## src/common/cmd_pkg.sv

```systemverilog
// Command and result payload types
package cmd_pkg;

  // Operand and tag widths
  localparam int DATA_W = 16;
  localparam int TAG_W = 4;

  // Shift amount taken from the low bits of operand b
  localparam int SHIFT_W = 4;

  // Opcode encoding, all eight codes assigned
  typedef enum logic [2:0] {
    ADD = 3'd0,
    SUB = 3'd1,
    AND = 3'd2,
    OR  = 3'd3,
    XOR = 3'd4,
    SHL = 3'd5,
    SHR = 3'd6,
    MAX = 3'd7
  } opcode_e;

  // Queued command, 39 bits
  typedef struct packed {
    opcode_e             opcode;
    logic [DATA_W-1:0]   a;
    logic [DATA_W-1:0]   b;
    logic [TAG_W-1:0]    tag;
  } cmd_t;

  // Queued result, 21 bits
  // Flag is carry for ADD, borrow for SUB, zero otherwise
  typedef struct packed {
    logic [TAG_W-1:0]    tag;
    logic [DATA_W-1:0]   value;
    logic                flag;
  } result_t;

endpackage

```

## src/common/queue_pkg.sv

```systemverilog
// Queue depth constants
package queue_pkg;

  // Command queue entries between intake and decode
  // Must stay a power of two for the wrap-bit pointers
  localparam int CMD_DEPTH = 4;

  // Result queue entries between execute and the output port
  // Deeper than the command side to absorb a slow consumer
  localparam int RES_DEPTH = 8;

endpackage
```

## src/cmd_engine_top.sv

```systemverilog
// Queued command engine top level
module cmd_engine_top
  import queue_pkg::*;
  import cmd_pkg::*;
(
  input  logic                clock,
  input  logic                resetn,
  // Command input port
  input  logic                in_req,
  input  logic [2:0]          in_opcode,
  input  logic [DATA_W-1:0]   in_a,
  input  logic [DATA_W-1:0]   in_b,
  input  logic [TAG_W-1:0]    in_tag,
  output logic                in_ack,
  // Result output port
  output logic                out_req,
  input  logic                out_ack,
  output logic [TAG_W-1:0]    out_tag,
  output logic [DATA_W-1:0]   out_value,
  output logic                out_flag
);

  // Command queue
  logic                           cmd_write;
  cmd_t                           cmd_wdata;
  logic                           cmd_full;
  logic                           cmd_read;
  cmd_t                           cmd_rdata;
  logic                           cmd_grant;
  logic                           cmd_mem_we;
  logic [$clog2(CMD_DEPTH)-1:0]   cmd_mem_address;
  cmd_t                           cmd_mem_wdata;
  cmd_t                           cmd_mem_rdata;

  // Decode to execute
  logic                           dec_valid;
  opcode_e                        dec_op;
  logic [DATA_W-1:0]              dec_a;
  logic [DATA_W-1:0]              dec_b;
  logic [TAG_W-1:0]               dec_tag;
  logic                           exe_ready;

  // Execute to result stage
  logic                           exe_valid;
  result_t                        exe_result;
  logic                           res_ready;

  // Result queue
  logic                           res_write;
  result_t                        res_wdata;
  logic                           res_full;
  logic                           res_read;
  result_t                        res_rdata;
  logic                           res_grant;
  logic                           res_mem_we;
  logic [$clog2(RES_DEPTH)-1:0]   res_mem_address;
  result_t                        res_mem_wdata;
  result_t                        res_mem_rdata;

  cmd_intake intake_i (
    .clock       (clock),
    .resetn      (resetn),
    .in_req      (in_req),
    .in_opcode   (in_opcode),
    .in_a        (in_a),
    .in_b        (in_b),
    .in_tag      (in_tag),
    .in_ack      (in_ack),
    .queue_full  (cmd_full),
    .queue_write (cmd_write),
    .queue_data  (cmd_wdata)
  );

  fifo_controller #(
    .PAYLOAD_T (cmd_t),
    .DEPTH     (CMD_DEPTH)
  ) cmd_fifo_i (
    .clock               (clock),
    .resetn              (resetn),
    .write_enable        (cmd_write),
    .write_data          (cmd_wdata),
    .full                (cmd_full),
    .read_enable         (cmd_read),
    .read_data           (cmd_rdata),
    .empty               (),
    .read_grant          (cmd_grant),
    .memory_write_enable (cmd_mem_we),
    .memory_address      (cmd_mem_address),
    .memory_write_data   (cmd_mem_wdata),
    .memory_read_data    (cmd_mem_rdata)
  );

  fifo_memory #(
    .PAYLOAD_T (cmd_t),
    .DEPTH     (CMD_DEPTH)
  ) cmd_mem_i (
    .clock        (clock),
    .write_enable (cmd_mem_we),
    .address      (cmd_mem_address),
    .write_data   (cmd_mem_wdata),
    .read_data    (cmd_mem_rdata)
  );

  cmd_decode decode_i (
    .clock       (clock),
    .resetn      (resetn),
    .queue_grant (cmd_grant),
    .queue_data  (cmd_rdata),
    .queue_read  (cmd_read),
    .dec_valid   (dec_valid),
    .dec_op      (dec_op),
    .dec_a       (dec_a),
    .dec_b       (dec_b),
    .dec_tag     (dec_tag),
    .exe_ready   (exe_ready)
  );

  cmd_execute execute_i (
    .clock      (clock),
    .resetn     (resetn),
    .dec_valid  (dec_valid),
    .dec_op     (dec_op),
    .dec_a      (dec_a),
    .dec_b      (dec_b),
    .dec_tag    (dec_tag),
    .exe_ready  (exe_ready),
    .exe_valid  (exe_valid),
    .exe_result (exe_result),
    .res_ready  (res_ready)
  );

  result_stage result_i (
    .clock       (clock),
    .resetn      (resetn),
    .exe_valid   (exe_valid),
    .exe_result  (exe_result),
    .res_ready   (res_ready),
    .queue_full  (res_full),
    .queue_write (res_write),
    .queue_wdata (res_wdata),
    .queue_grant (res_grant),
    .queue_rdata (res_rdata),
    .queue_read  (res_read),
    .out_req     (out_req),
    .out_ack     (out_ack),
    .out_tag     (out_tag),
    .out_value   (out_value),
    .out_flag    (out_flag)
  );

  fifo_controller #(
    .PAYLOAD_T (result_t),
    .DEPTH     (RES_DEPTH)
  ) res_fifo_i (
    .clock               (clock),
    .resetn              (resetn),
    .write_enable        (res_write),
    .write_data          (res_wdata),
    .full                (res_full),
    .read_enable         (res_read),
    .read_data           (res_rdata),
    .empty               (),
    .read_grant          (res_grant),
    .memory_write_enable (res_mem_we),
    .memory_address      (res_mem_address),
    .memory_write_data   (res_mem_wdata),
    .memory_read_data    (res_mem_rdata)
  );

  fifo_memory #(
    .PAYLOAD_T (result_t),
    .DEPTH     (RES_DEPTH)
  ) res_mem_i (
    .clock        (clock),
    .write_enable (res_mem_we),
    .address      (res_mem_address),
    .write_data   (res_mem_wdata),
    .read_data    (res_mem_rdata)
  );

endmodule

```

## src/result_stage.sv

```systemverilog
// Result queue and four-phase sender
module result_stage
  import cmd_pkg::*;
(
  input  logic                clock,
  input  logic                resetn,
  // From execute
  input  logic                exe_valid,
  input  result_t             exe_result,
  output logic                res_ready,
  // Result queue write side
  input  logic                queue_full,
  output logic                queue_write,
  output result_t             queue_wdata,
  // Result queue read side
  input  logic                queue_grant,
  input  result_t             queue_rdata,
  output logic                queue_read,
  // Consumer port
  output logic                out_req,
  input  logic                out_ack,
  output logic [TAG_W-1:0]    out_tag,
  output logic [DATA_W-1:0]   out_value,
  output logic                out_flag
);

  typedef enum logic {
    SEND_IDLE,
    SEND_REQ
  } send_state_e;

  send_state_e send_state;

  // Write side, execute stalls while the queue is full
  assign res_ready   = !queue_full;
  assign queue_write = exe_valid && !queue_full;
  assign queue_wdata = exe_result;

  // Pop only once the previous ack has returned to zero
  assign queue_read = (send_state == SEND_IDLE) && !out_ack && queue_grant;
  assign out_req    = (send_state == SEND_REQ);

  always_ff @(posedge clock or negedge resetn) begin
    if (!resetn) begin
      send_state <= SEND_IDLE;
    end else begin
      case (send_state)
        SEND_IDLE: begin
          if (queue_read) begin
            send_state <= SEND_REQ;
          end
        end
        SEND_REQ: begin
          // Consumer took it, drop req
          if (out_ack) begin
            send_state <= SEND_IDLE;
          end
        end
        default: send_state <= SEND_IDLE;
      endcase
    end
  end

  // Output data held steady while req is high
  always_ff @(posedge clock) begin
    if (queue_read) begin
      out_tag   <= queue_rdata.tag;
      out_value <= queue_rdata.value;
      out_flag  <= queue_rdata.flag;
    end
  end

endmodule

```

## src/cmd_execute.sv

```systemverilog
// Single-cycle ALU stage
module cmd_execute
  import cmd_pkg::*;
(
  input  logic                clock,
  input  logic                resetn,
  // From decode
  input  logic                dec_valid,
  input  opcode_e             dec_op,
  input  logic [DATA_W-1:0]   dec_a,
  input  logic [DATA_W-1:0]   dec_b,
  input  logic [TAG_W-1:0]    dec_tag,
  output logic                exe_ready,
  // Towards the result stage
  output logic                exe_valid,
  output result_t             exe_result,
  input  logic                res_ready
);

  // Extra top bit holds carry or borrow
  logic [DATA_W:0]     sum;
  logic [DATA_W:0]     diff;
  logic [DATA_W-1:0]   alu_value;
  logic                alu_flag;
  logic                take;

  assign exe_ready = !exe_valid || res_ready;
  assign take      = dec_valid && exe_ready;

  always_comb begin
    sum       = {1'b0, dec_a} + {1'b0, dec_b};
    diff      = {1'b0, dec_a} - {1'b0, dec_b};
    alu_flag  = 1'b0;
    case (dec_op)
      ADD: begin
        alu_value = sum[DATA_W-1:0];
        alu_flag  = sum[DATA_W];
      end
      SUB: begin
        // Wraps below zero, top bit is the borrow
        alu_value = diff[DATA_W-1:0];
        alu_flag  = diff[DATA_W];
      end
      AND: alu_value = dec_a & dec_b;
      OR:  alu_value = dec_a | dec_b;
      XOR: alu_value = dec_a ^ dec_b;
      SHL: alu_value = dec_a << dec_b[SHIFT_W-1:0];
      SHR: alu_value = dec_a >> dec_b[SHIFT_W-1:0];
      // Unsigned compare
      MAX: alu_value = (dec_a > dec_b) ? dec_a : dec_b;
      default: alu_value = '0;
    endcase
  end

  always_ff @(posedge clock or negedge resetn) begin
    if (!resetn) begin
      exe_valid <= 1'b0;
    end else if (take) begin
      exe_valid <= 1'b1;
    end else if (res_ready) begin
      exe_valid <= 1'b0;
    end
  end

  // Result register
  always_ff @(posedge clock) begin
    if (take) begin
      exe_result.tag   <= dec_tag;
      exe_result.value <= alu_value;
      exe_result.flag  <= alu_flag;
    end
  end

endmodule

```

## src/cmd_decode.sv

```systemverilog
// Command decode stage
module cmd_decode
  import cmd_pkg::*;
(
  input  logic                clock,
  input  logic                resetn,
  // Command queue read side
  input  logic                queue_grant,
  input  cmd_t                queue_data,
  output logic                queue_read,
  // Towards execute
  output logic                dec_valid,
  output opcode_e             dec_op,
  output logic [DATA_W-1:0]   dec_a,
  output logic [DATA_W-1:0]   dec_b,
  output logic [TAG_W-1:0]    dec_tag,
  input  logic                exe_ready
);

  opcode_e             next_op;
  logic [DATA_W-1:0]   next_a;
  logic [DATA_W-1:0]   next_b;

  // Pop when the head is granted and our register frees up
  assign queue_read = queue_grant && (!dec_valid || exe_ready);

  always_comb begin
    next_op = queue_data.opcode;
    next_a  = queue_data.a;
    next_b  = queue_data.b;
    case (queue_data.opcode)
      // Only the low bits of b count as shift amount
      SHL, SHR: next_b = {{(DATA_W-SHIFT_W){1'b0}}, queue_data.b[SHIFT_W-1:0]};
      ADD, SUB, AND, OR, XOR, MAX: next_b = queue_data.b;
      default: begin
        // Unknown code becomes AND with zero, so the result is zero
        next_op = AND;
        next_a  = '0;
        next_b  = '0;
      end
    endcase
  end

  // Valid bit
  always_ff @(posedge clock or negedge resetn) begin
    if (!resetn) begin
      dec_valid <= 1'b0;
    end else if (queue_read) begin
      dec_valid <= 1'b1;
    end else if (exe_ready) begin
      dec_valid <= 1'b0;
    end
  end

  // Decoded fields
  always_ff @(posedge clock) begin
    if (queue_read) begin
      dec_op  <= next_op;
      dec_a   <= next_a;
      dec_b   <= next_b;
      dec_tag <= queue_data.tag;
    end
  end

endmodule

```

## src/cmd_intake.sv

```systemverilog
// Four-phase command receiver
module cmd_intake
  import cmd_pkg::*;
(
  input  logic                clock,
  input  logic                resetn,
  // Producer port
  input  logic                in_req,
  input  logic [2:0]          in_opcode,
  input  logic [DATA_W-1:0]   in_a,
  input  logic [DATA_W-1:0]   in_b,
  input  logic [TAG_W-1:0]    in_tag,
  output logic                in_ack,
  // Command queue write side
  input  logic                queue_full,
  output logic                queue_write,
  output cmd_t                queue_data
);

  // New request not yet acknowledged and room to store it
  assign queue_write = in_req && !in_ack && !queue_full;

  // Ack is the receiver state
  always_ff @(posedge clock or negedge resetn) begin
    if (!resetn) begin
      in_ack <= 1'b0;
    end else if (queue_write) begin
      // Command stored this edge
      in_ack <= 1'b1;
    end else if (in_ack && !in_req) begin
      // Producer released, return to zero
      in_ack <= 1'b0;
    end
  end

  // Pack the loose inputs into one payload
  always_comb begin
    queue_data.opcode = opcode_e'(in_opcode);
    queue_data.a      = in_a;
    queue_data.b      = in_b;
    queue_data.tag    = in_tag;
  end

endmodule

```

## src/fifo/fifo_controller.sv

```systemverilog
// Synchronous FIFO controller
module fifo_controller #(
  parameter type PAYLOAD_T = logic [7:0],
  parameter int  DEPTH     = 4
) (
  input  logic                       clock,
  input  logic                       resetn,
  // Write side
  input  logic                       write_enable,
  input  PAYLOAD_T                   write_data,
  output logic                       full,
  // Read side
  input  logic                       read_enable,
  output PAYLOAD_T                   read_data,
  output logic                       empty,
  output logic                       read_grant,
  // Single port to the storage array
  output logic                       memory_write_enable,
  output logic [$clog2(DEPTH)-1:0]   memory_address,
  output PAYLOAD_T                   memory_write_data,
  input  PAYLOAD_T                   memory_read_data
);

  localparam int AW = $clog2(DEPTH);

  // Pointers carry one extra wrap bit above the address
  logic [AW:0] write_pointer;
  logic [AW:0] read_pointer;
  logic        do_write;
  logic        do_read;

  // Same address, same lap means nothing stored
  assign empty = (write_pointer[AW-1:0] == read_pointer[AW-1:0]) &&
                 (write_pointer[AW] == read_pointer[AW]);
  // Same address, writer one lap ahead
  assign full  = (write_pointer[AW-1:0] == read_pointer[AW-1:0]) &&
                 (write_pointer[AW] != read_pointer[AW]);

  // Writes into a full queue are dropped
  assign do_write = write_enable && !full;

  // Port is taken by a write, so reads only get it in idle write cycles
  assign read_grant = !empty && !do_write;
  assign do_read    = read_enable && read_grant;

  always_ff @(posedge clock or negedge resetn) begin
    if (!resetn) begin
      write_pointer <= '0;
      read_pointer  <= '0;
    end else begin
      if (do_write) begin
        write_pointer <= write_pointer + 1'b1;
      end
      if (do_read) begin
        read_pointer <= read_pointer + 1'b1;
      end
    end
  end

  // Steer the shared address
  assign memory_write_enable = do_write;
  assign memory_address      = do_write ? write_pointer[AW-1:0] : read_pointer[AW-1:0];
  assign memory_write_data   = write_data;

  // Head entry comes straight back from the array
  assign read_data = memory_read_data;

endmodule

```

## src/fifo/fifo_memory.sv

```systemverilog
// Register array storage
module fifo_memory #(
  parameter type PAYLOAD_T = logic [7:0],
  parameter int  DEPTH     = 4
) (
  input  logic                       clock,
  input  logic                       write_enable,
  input  logic [$clog2(DEPTH)-1:0]   address,
  input  PAYLOAD_T                   write_data,
  output PAYLOAD_T                   read_data
);

  // One entry per queue slot
  PAYLOAD_T storage [DEPTH];

  // Written on the clock edge at the shared address
  always_ff @(posedge clock) begin
    if (write_enable) begin
      storage[address] <= write_data;
    end
  end

  // Combinational read at the same address
  assign read_data = storage[address];

endmodule

```

## config.mk

```make
export PLATFORM = sky130hd
export DESIGN_NAME = cmd_engine_top
export DESIGN_NICKNAME = d
export VERILOG_FILES = /design/src/common/cmd_pkg.sv /design/src/common/queue_pkg.sv /design/src/cmd_engine_top.sv /design/src/result_stage.sv /design/src/cmd_execute.sv /design/src/cmd_decode.sv /design/src/cmd_intake.sv /design/src/fifo/fifo_controller.sv /design/src/fifo/fifo_memory.sv
export SDC_FILE = /design/constraint.sdc
export NUM_CORES = 1
export LEC_CHECK = 0
export ABC_AREA = 1
export BUFFER_PORTS_ARGS = -buffer_cell sky130_fd_sc_hd__buf_4
export CAP_MARGIN = 20
export CORE_UTILIZATION = 54
export DETAILED_ROUTE_END_ITERATION = 10
export HOLD_SLACK_MARGIN = 0.02
export PLACE_DENSITY = 0.71
export SLEW_MARGIN = 20
export SYNTH_ARGS = -nofsm -noshare
export SYNTH_HDL_FRONTEND = slang
export SYNTH_SLANG_ARGS = --single-unit
```

## constraint.sdc

```tcl
create_clock -name clock -period 6.05 [get_ports clock]
set_clock_uncertainty 0.15 [all_clocks]
set_input_delay 1.5125 -clock clock [delete_from_list [all_inputs] [get_ports clock]]
set_output_delay 1.5125 -clock clock [all_outputs]
set_load 0.03 [all_outputs]
```

## Word-level counts from Yosys, hierarchy flattened

Memory sizes are Yosys's and may differ from the RTL's. A register that Yosys moved wholly into a read port is not among the register bits.
Index checks and enable logic that the tools add are counted.

- Multiplexer cells: 19
- Reductions and logical operators: 37
- Order comparisons: 1
- Shifts and indexed selects: 2
- Bitwise logic cells: 4
- Add/sub/neg operators: 6
- Equality and inequality tests: 21

Operator list:

| cell | count |
|---|---|
| $pmux 16 s8 | 1 |
| $pmux 16 s2 | 1 |
| $eq 3x3->1 const B | 8 |
| $logic_and 1x1->1 | 18 |
| $add 16x16->17 | 1 |
| $sub 16x16->17 | 1 |
| $and 16x16->16 | 1 |
| $gt 16x16->1 | 1 |
| $mux 16 | 1 |
| $or 16x16->16 | 1 |
| $shl 16x4->16 | 1 |
| $shr 16x4->16 | 1 |
| $xor 16x16->16 | 1 |
| $eq 3x2->1 const B | 4 |
| $mux 1 | 12 |
| $logic_not 1->1 | 11 |
| $add 4x1->4 const B | 2 |
| $add 3x1->3 const B | 2 |
| $eq 3x1->1 const B | 2 |
| $logic_not 3->1 | 2 |
| $reduce_or 6->1 | 1 |
| $pmux 1 s2 | 2 |
| $reduce_bool 2->1 | 2 |
| $eq 3x3->1 | 1 |
| other kinds (9) | 12 |

- Bits of input ports: 43
- Memories: 2
- Register bits after elaboration: 78
- Memory bits (writable): 324
- Output and inout bits: 23
- Word-level logic and storage cells: 107

Memory list:

| memory | depth | bits a word | read ports | clocked after Yosys merged registers in | write ports | RTL line | text |
|---|---|---|---|---|---|---|---|
| res_mem_i.storage | 8 | 21 | 1 | 1 | 1 | fifo_memory.sv:14 | `PAYLOAD_T storage [DEPTH];` |
| cmd_mem_i.storage | 4 | 39 | 1 | 0 | 1 | fifo_memory.sv:14 |  |

## Logic depth before layout (Yosys ltp)

- Word-level depth: 10
- Gate-level depth with buffers: 18
- Mapped depth without buffers: 15

## Hierarchy

Synthesis repeated with hierarchy kept, for this count alone.

- Cell total of the unflattened synthesis: 2516
- Area total of the unflattened synthesis: 23151.0 um^2

By module, submodules not included:

| module | times used | cells an instance | area an instance (um^2) | sequential area each (um^2) |
|---|---|---|---|---|
| fifo_memory (res_mem_i) | 1 | 697 | 7154.4 | 5044.8 |
| fifo_memory (cmd_mem_i) | 1 | 540 | 6567.5 | 4684.5 |
| cmd_execute | 1 | 851 | 5034.8 | 655.6 |
| cmd_decode | 1 | 74 | 1335.0 | 1196.1 |
| fifo_controller (cmd_fifo_i) | 1 | 139 | 1001.0 | 150.1 |
| fifo_controller (res_fifo_i) | 1 | 119 | 875.8 | 200.2 |
| result_stage | 1 | 51 | 843.3 | 655.6 |
| cmd_intake | 1 | 45 | 339.1 | 25.0 |

## Least setup slack after synthesis

OpenSTA, ideal clock, no wires.

- Path kind: input port to flip-flop
- Start point: in in_req
- End point: mem cmd_mem_i.storage[1][0] (netlist bit) (enable)
- Library setup time: 484 ps
- Slack: 826 ps
- Arrival: 4590 ps
- Buffers on the path: 0
- Data required time: 5416 ps
- Stages: 4
- Cells stage by stage: inv_1 -> nor2_1 -> nand2_4 -> nor3_1

- Cells in the longest elaborated chain, start to end: 5
- Elaborated cells between the ends (all ways): 6
- Those cells by class: mux (3); reduce/logical (3)

Ends and longest elaborated chain:

| what | RTL line | text |
|---|---|---|
| start: declaration | cmd_engine_top.sv:9 | `input logic in_req,` |
| $logic_and 1x1->1 (*) (2 in a row) | cmd_intake.sv:21 | `assign queue_write = in_req && !in_ack && !queue_full;` |
| $logic_and 1x1->1 (*) | fifo_controller.sv:40 | `assign do_write = write_enable && !full;` |
| $mux 1 | fifo_memory.sv:18 | `if (write_enable) begin` |
| $mux 1 (not written as such) | fifo_memory.sv:19 | `storage[address] <= write_data;` |
| end: declaration | fifo_memory.sv:14 |  |

Mark *: on every way between the ends. The rest lies on a longest branch, timed or not.

## Worst setup path in the final report

- Start point: reg decode_i.dec_b[2]
- End point: reg execute_i.exe_result[5] (netlist name)

- Cells in the longest elaborated chain, start to end: 3
- Elaborated cells between the ends (all ways): 7
- Those cells by class: add/sub (2); order compare (1); shift (2); mux (2)

Ends and longest elaborated chain:

| what | RTL line | text |
|---|---|---|
| start: declaration | cmd_decode.sv:15 | `output logic [DATA_W-1:0] dec_b,` |
| start signal: assignment | cmd_decode.sv:60 | `dec_b <= next_b;` |
| $gt 16x16->1 | cmd_execute.sv:50 | `MAX: alu_value = (dec_a > dec_b) ? dec_a : dec_b;` |
| $mux 16 | cmd_execute.sv:50 |  |
| $pmux 16 s8 (*) | cmd_execute.sv:34 | `case (dec_op)` |
| via execute_i.alu_value[4] | cmd_execute.sv:23 | `logic [DATA_W-1:0] alu_value;` |

Mark *: on every way through the listed nets, which the timed path passes. The rest lies on a longest branch.
A chain may end at the register's enable or synchronous reset.

==> results.py <==
metrics = {
    "run_status": {
        "status": "completed",
    },
    "hold_path": {
        "worstHoldPathType": "register to register",
    },
    "synthesis": {
        "yosys_register_bits": 423,
        "synth_edf_count": 405,
        "synthMuxAreaShare_pct": 0.2436,
        "synth-simple-area-share_pct": 20.07,
        "synth_xor_area_share_pct": 0.9806,
        "synthCells": 2105,
        "synth_top_family_by_area": "simple AND/OR/NAND/NOR gates",
        "yosysSeqAreaShare_pct": 61.39,
        "synthAdderAreaFrac_pct": 3.423,
        "ys_warn_count": 0,
        "synthFlopType": "edfxtp_1",
        "synth_compound_area_share_pct": 5.682,
        "async_flop_share_pct": 4.255,
        "synth_area_mm2": 0.02054,
        "netlist-cell-type-count": 48,
        "syn_avg_cell_area_um2": 9.759,
        "syn-num-nets": 2203,
    },
    "clock_tree": {
        "clkTransAtPathRegs_ps": 70,
        "clk_latency_ps": 570,
        "htree_levels": 2,
        "cts_tree": "done",
        "root_buffer": "clkbuf_16",
        "cts_resized": 0,
        "clock_sinks": 423,
        "hold_buffers": 0,
        "clockBufferDepth": 3,
        "numCtsBuffers": 44,
        "post_cts.repair.setup_buffers": 0,
    },
    "timing": {
        "setup_tns_ps": 0,
        "worst_slew_margin_rel_pct": 30.75,
        "final_max_slew_viol_count": 0,
        "finalCritPeriodShare_pct": 71.87,
        "final_hold_viol_count": 0,
        "setup_viol": 0,
        "rsz0062_at_grt": "no",
        "max_freq_mhz": 230.0,
        "period_minus_slack_ps": 4348,
        "tightest_slew_ps": 1038,
    },
    "cells_and_area": {
        "antennaDiodeCount": 0,
        "final_nets": 2257,
        "fillers": 3107,
        "final_common_cell": "nand2_1",
        "register_area_mm2": 0.01261,
        "drive_gt1_share_pct": 8.892,
        "final_cell_mix": "620 x nand2_1, 405 x edfxtp_1, 325 x inv_1",
        "final_design_area_no_fill_mm2": 0.02295,
        "multi_input_area_mm2": 0.006335,
        "fin_util_pct": 61.07,
        "area_growth_pct": 11.70,
    },
    "placed_design": {
        "port-buffer-count": 65,
        "dp_hpwl_mm": 34.72,
        "placed_area_mm2": 0.02149,
        "place.gp.congestion": 0.9451,
    },
    "critical_path": {
        "path_max_fanout": 22,
        "endpoint_kind": "register",
        "start_kind": "register",
        "cp.arrival_ps": 4510,
        "required_ps": 6210,
        "crit_type": "register to register",
    },
    "route": {
        "drt-initial-drc-count": 997,
        "routed_via_density": 5.348,
        "ant_nets": 0,
        "drtPass1Iterations": 5,
        "route.vias.total": 14460,
        "routedWlPerCell_um": 18.95,
        "totalWireLength_mm": 51.24,
        "drc": 0,
    },
    "global_routing": {
        "grt_overflow": 0,
        "antenna_found_initial": 0,
        "grt_use_total_pct": 26.99,
        "grt_max_degree": 85,
        "grt_pass1_wl_mm": 78.66,
        "grt_pass1_vias": 13820,
    },
    "floorplan": {
        "core_area_mm2": 0.03758,
        "die_y_um": 197.0,
        "pin_count": 66,
        "dieArea_mm2": 0.03883,
        "start_util_pct": 54.67,
        "die_w_um": 197.0,
        "rows": 71,
    },
    "job": {
        "drv_cap": 0,
    },
}
layer usage:
layer | part of all wire (%) | global-route usage, % | wire, um | vias to the layer above
li1 | - | - | - | 7048
met5 | 0 | 0 | 0 | -
met3 | 5.8 | 4.183 | 2995 | 100
met1 | 43 | 35.70 | 22000 | 6834
met2 | 48 | 45.41 | 24810 | 478
met4 | 2.8 | 9.503 | 1426 | 0
metrics by stage:
step           hold WS, ps  worst slack (ps)  std cells
3_3_place_gp         257.4              1775       2624
6_report             271.8              1702       2704
2_1_floorplan        250.3             826.0       2105
5_1_grt              301.8              1505       2704
4_1_cts              275.8              1731       2704
3_5_place_dp         256.5              1745       2624
synthesized netlist by cell type, types with 10 or more instances:
| cell type | n | area share (%) |
|---|---|---|
| dfrtp_1 | 18 | 2.2 |
| xor2_1 | 16 | 0.68 |
| a22oi_1 | 13 | 0.48 |
| nor2_2 | 11 | 0.33 |
| nor3_1 | 12 | 0.29 |
| nand4_1 | 27 | 0.82 |
| nand3_1 | 200 | 4.9 |
| buf_2 | 33 | 0.80 |
| o21ai_0 | 78 | 1.9 |
| edfxtp_1 | 405 | 59 |
| nor2_1 | 97 | 1.8 |
| ha_1 | 53 | 3.2 |
| nand2_1 | 620 | 11 |
| clkbuf_1 | 24 | 0.44 |
| inv_1 | 326 | 6.0 |
| a21oi_1 | 61 | 1.5 |
| buf_4 | 10 | 0.37 |
path summary, 6_finish.rpt:
path | slack, ps | startpoint | depth (start not counted) | end
max reg2reg | 1700 | decode_i.dec_b[2]$_DFFE_PP_ | 10 | execute_i.exe_result[5]$_DFFE_PP_
min | 270 | decode_i.dec_tag[0]$_DFFE_PP_ | 0 | execute_i.exe_result[17]$_DFFE_PP_
min in group asynchronous | 650 | resetn | 1 | intake_i.in_ack$_DFFE_PN0P_
max | 1700 | decode_i.dec_b[2]$_DFFE_PP_ | 10 | execute_i.exe_result[5]$_DFFE_PP_
min reg2reg | 270 | decode_i.dec_tag[0]$_DFFE_PP_ | 0 | execute_i.exe_result[17]$_DFFE_PP_
max in group asynchronous | 4900 | resetn | 1 | res_fifo_i.write_pointer[0]$_DFFE_PN0P_
state kept, by name, summed over array words and instances, names as in the netlist, 4 cells and up:
signal and count:
result_i.out_value 16, res_fifo_i.read_pointer 4, decode_i.dec_a 16, res_fifo_i.write_pointer 4
result_i.out_tag 4, decode_i.dec_b 16, execute_i.exe_result 21, decode_i.dec_tag 4
res_mem_i.storage 168, cmd_mem_i.storage 156
worst max-delay path, cell delays in order (launching register included):
cell and delay (ps):
edfxtp_1 840, inv_1 140, ha_1 450, inv_1 120, nand2_1 70, nor4_1 420
nand4_1 630, nand2_1 880, o21ai_0 220, nand2_1 100, nand3_1 70
cell families after synthesis:
family,Yosys count
DFF,423
buffers and inverters,414
and+or+nand+nor,983
AOI/OAI and AO/OA,202
xor gates and xnor gates,23
muxes,5
adders and majority gates,55
cell type report:
cell class,instances,share of cell area [%]
flip-flops and latches,423,54.96
multi-input cells,1268,27.61
inverters,337,5.513
clock buffers,57,5.196
well taps,511,2.786
repair buffers,85,2.781
clock inverters,23,1.156
Power is not shown: default switching activity piles up to over one toggle a cycle in this logic, so the estimate is an artifact.
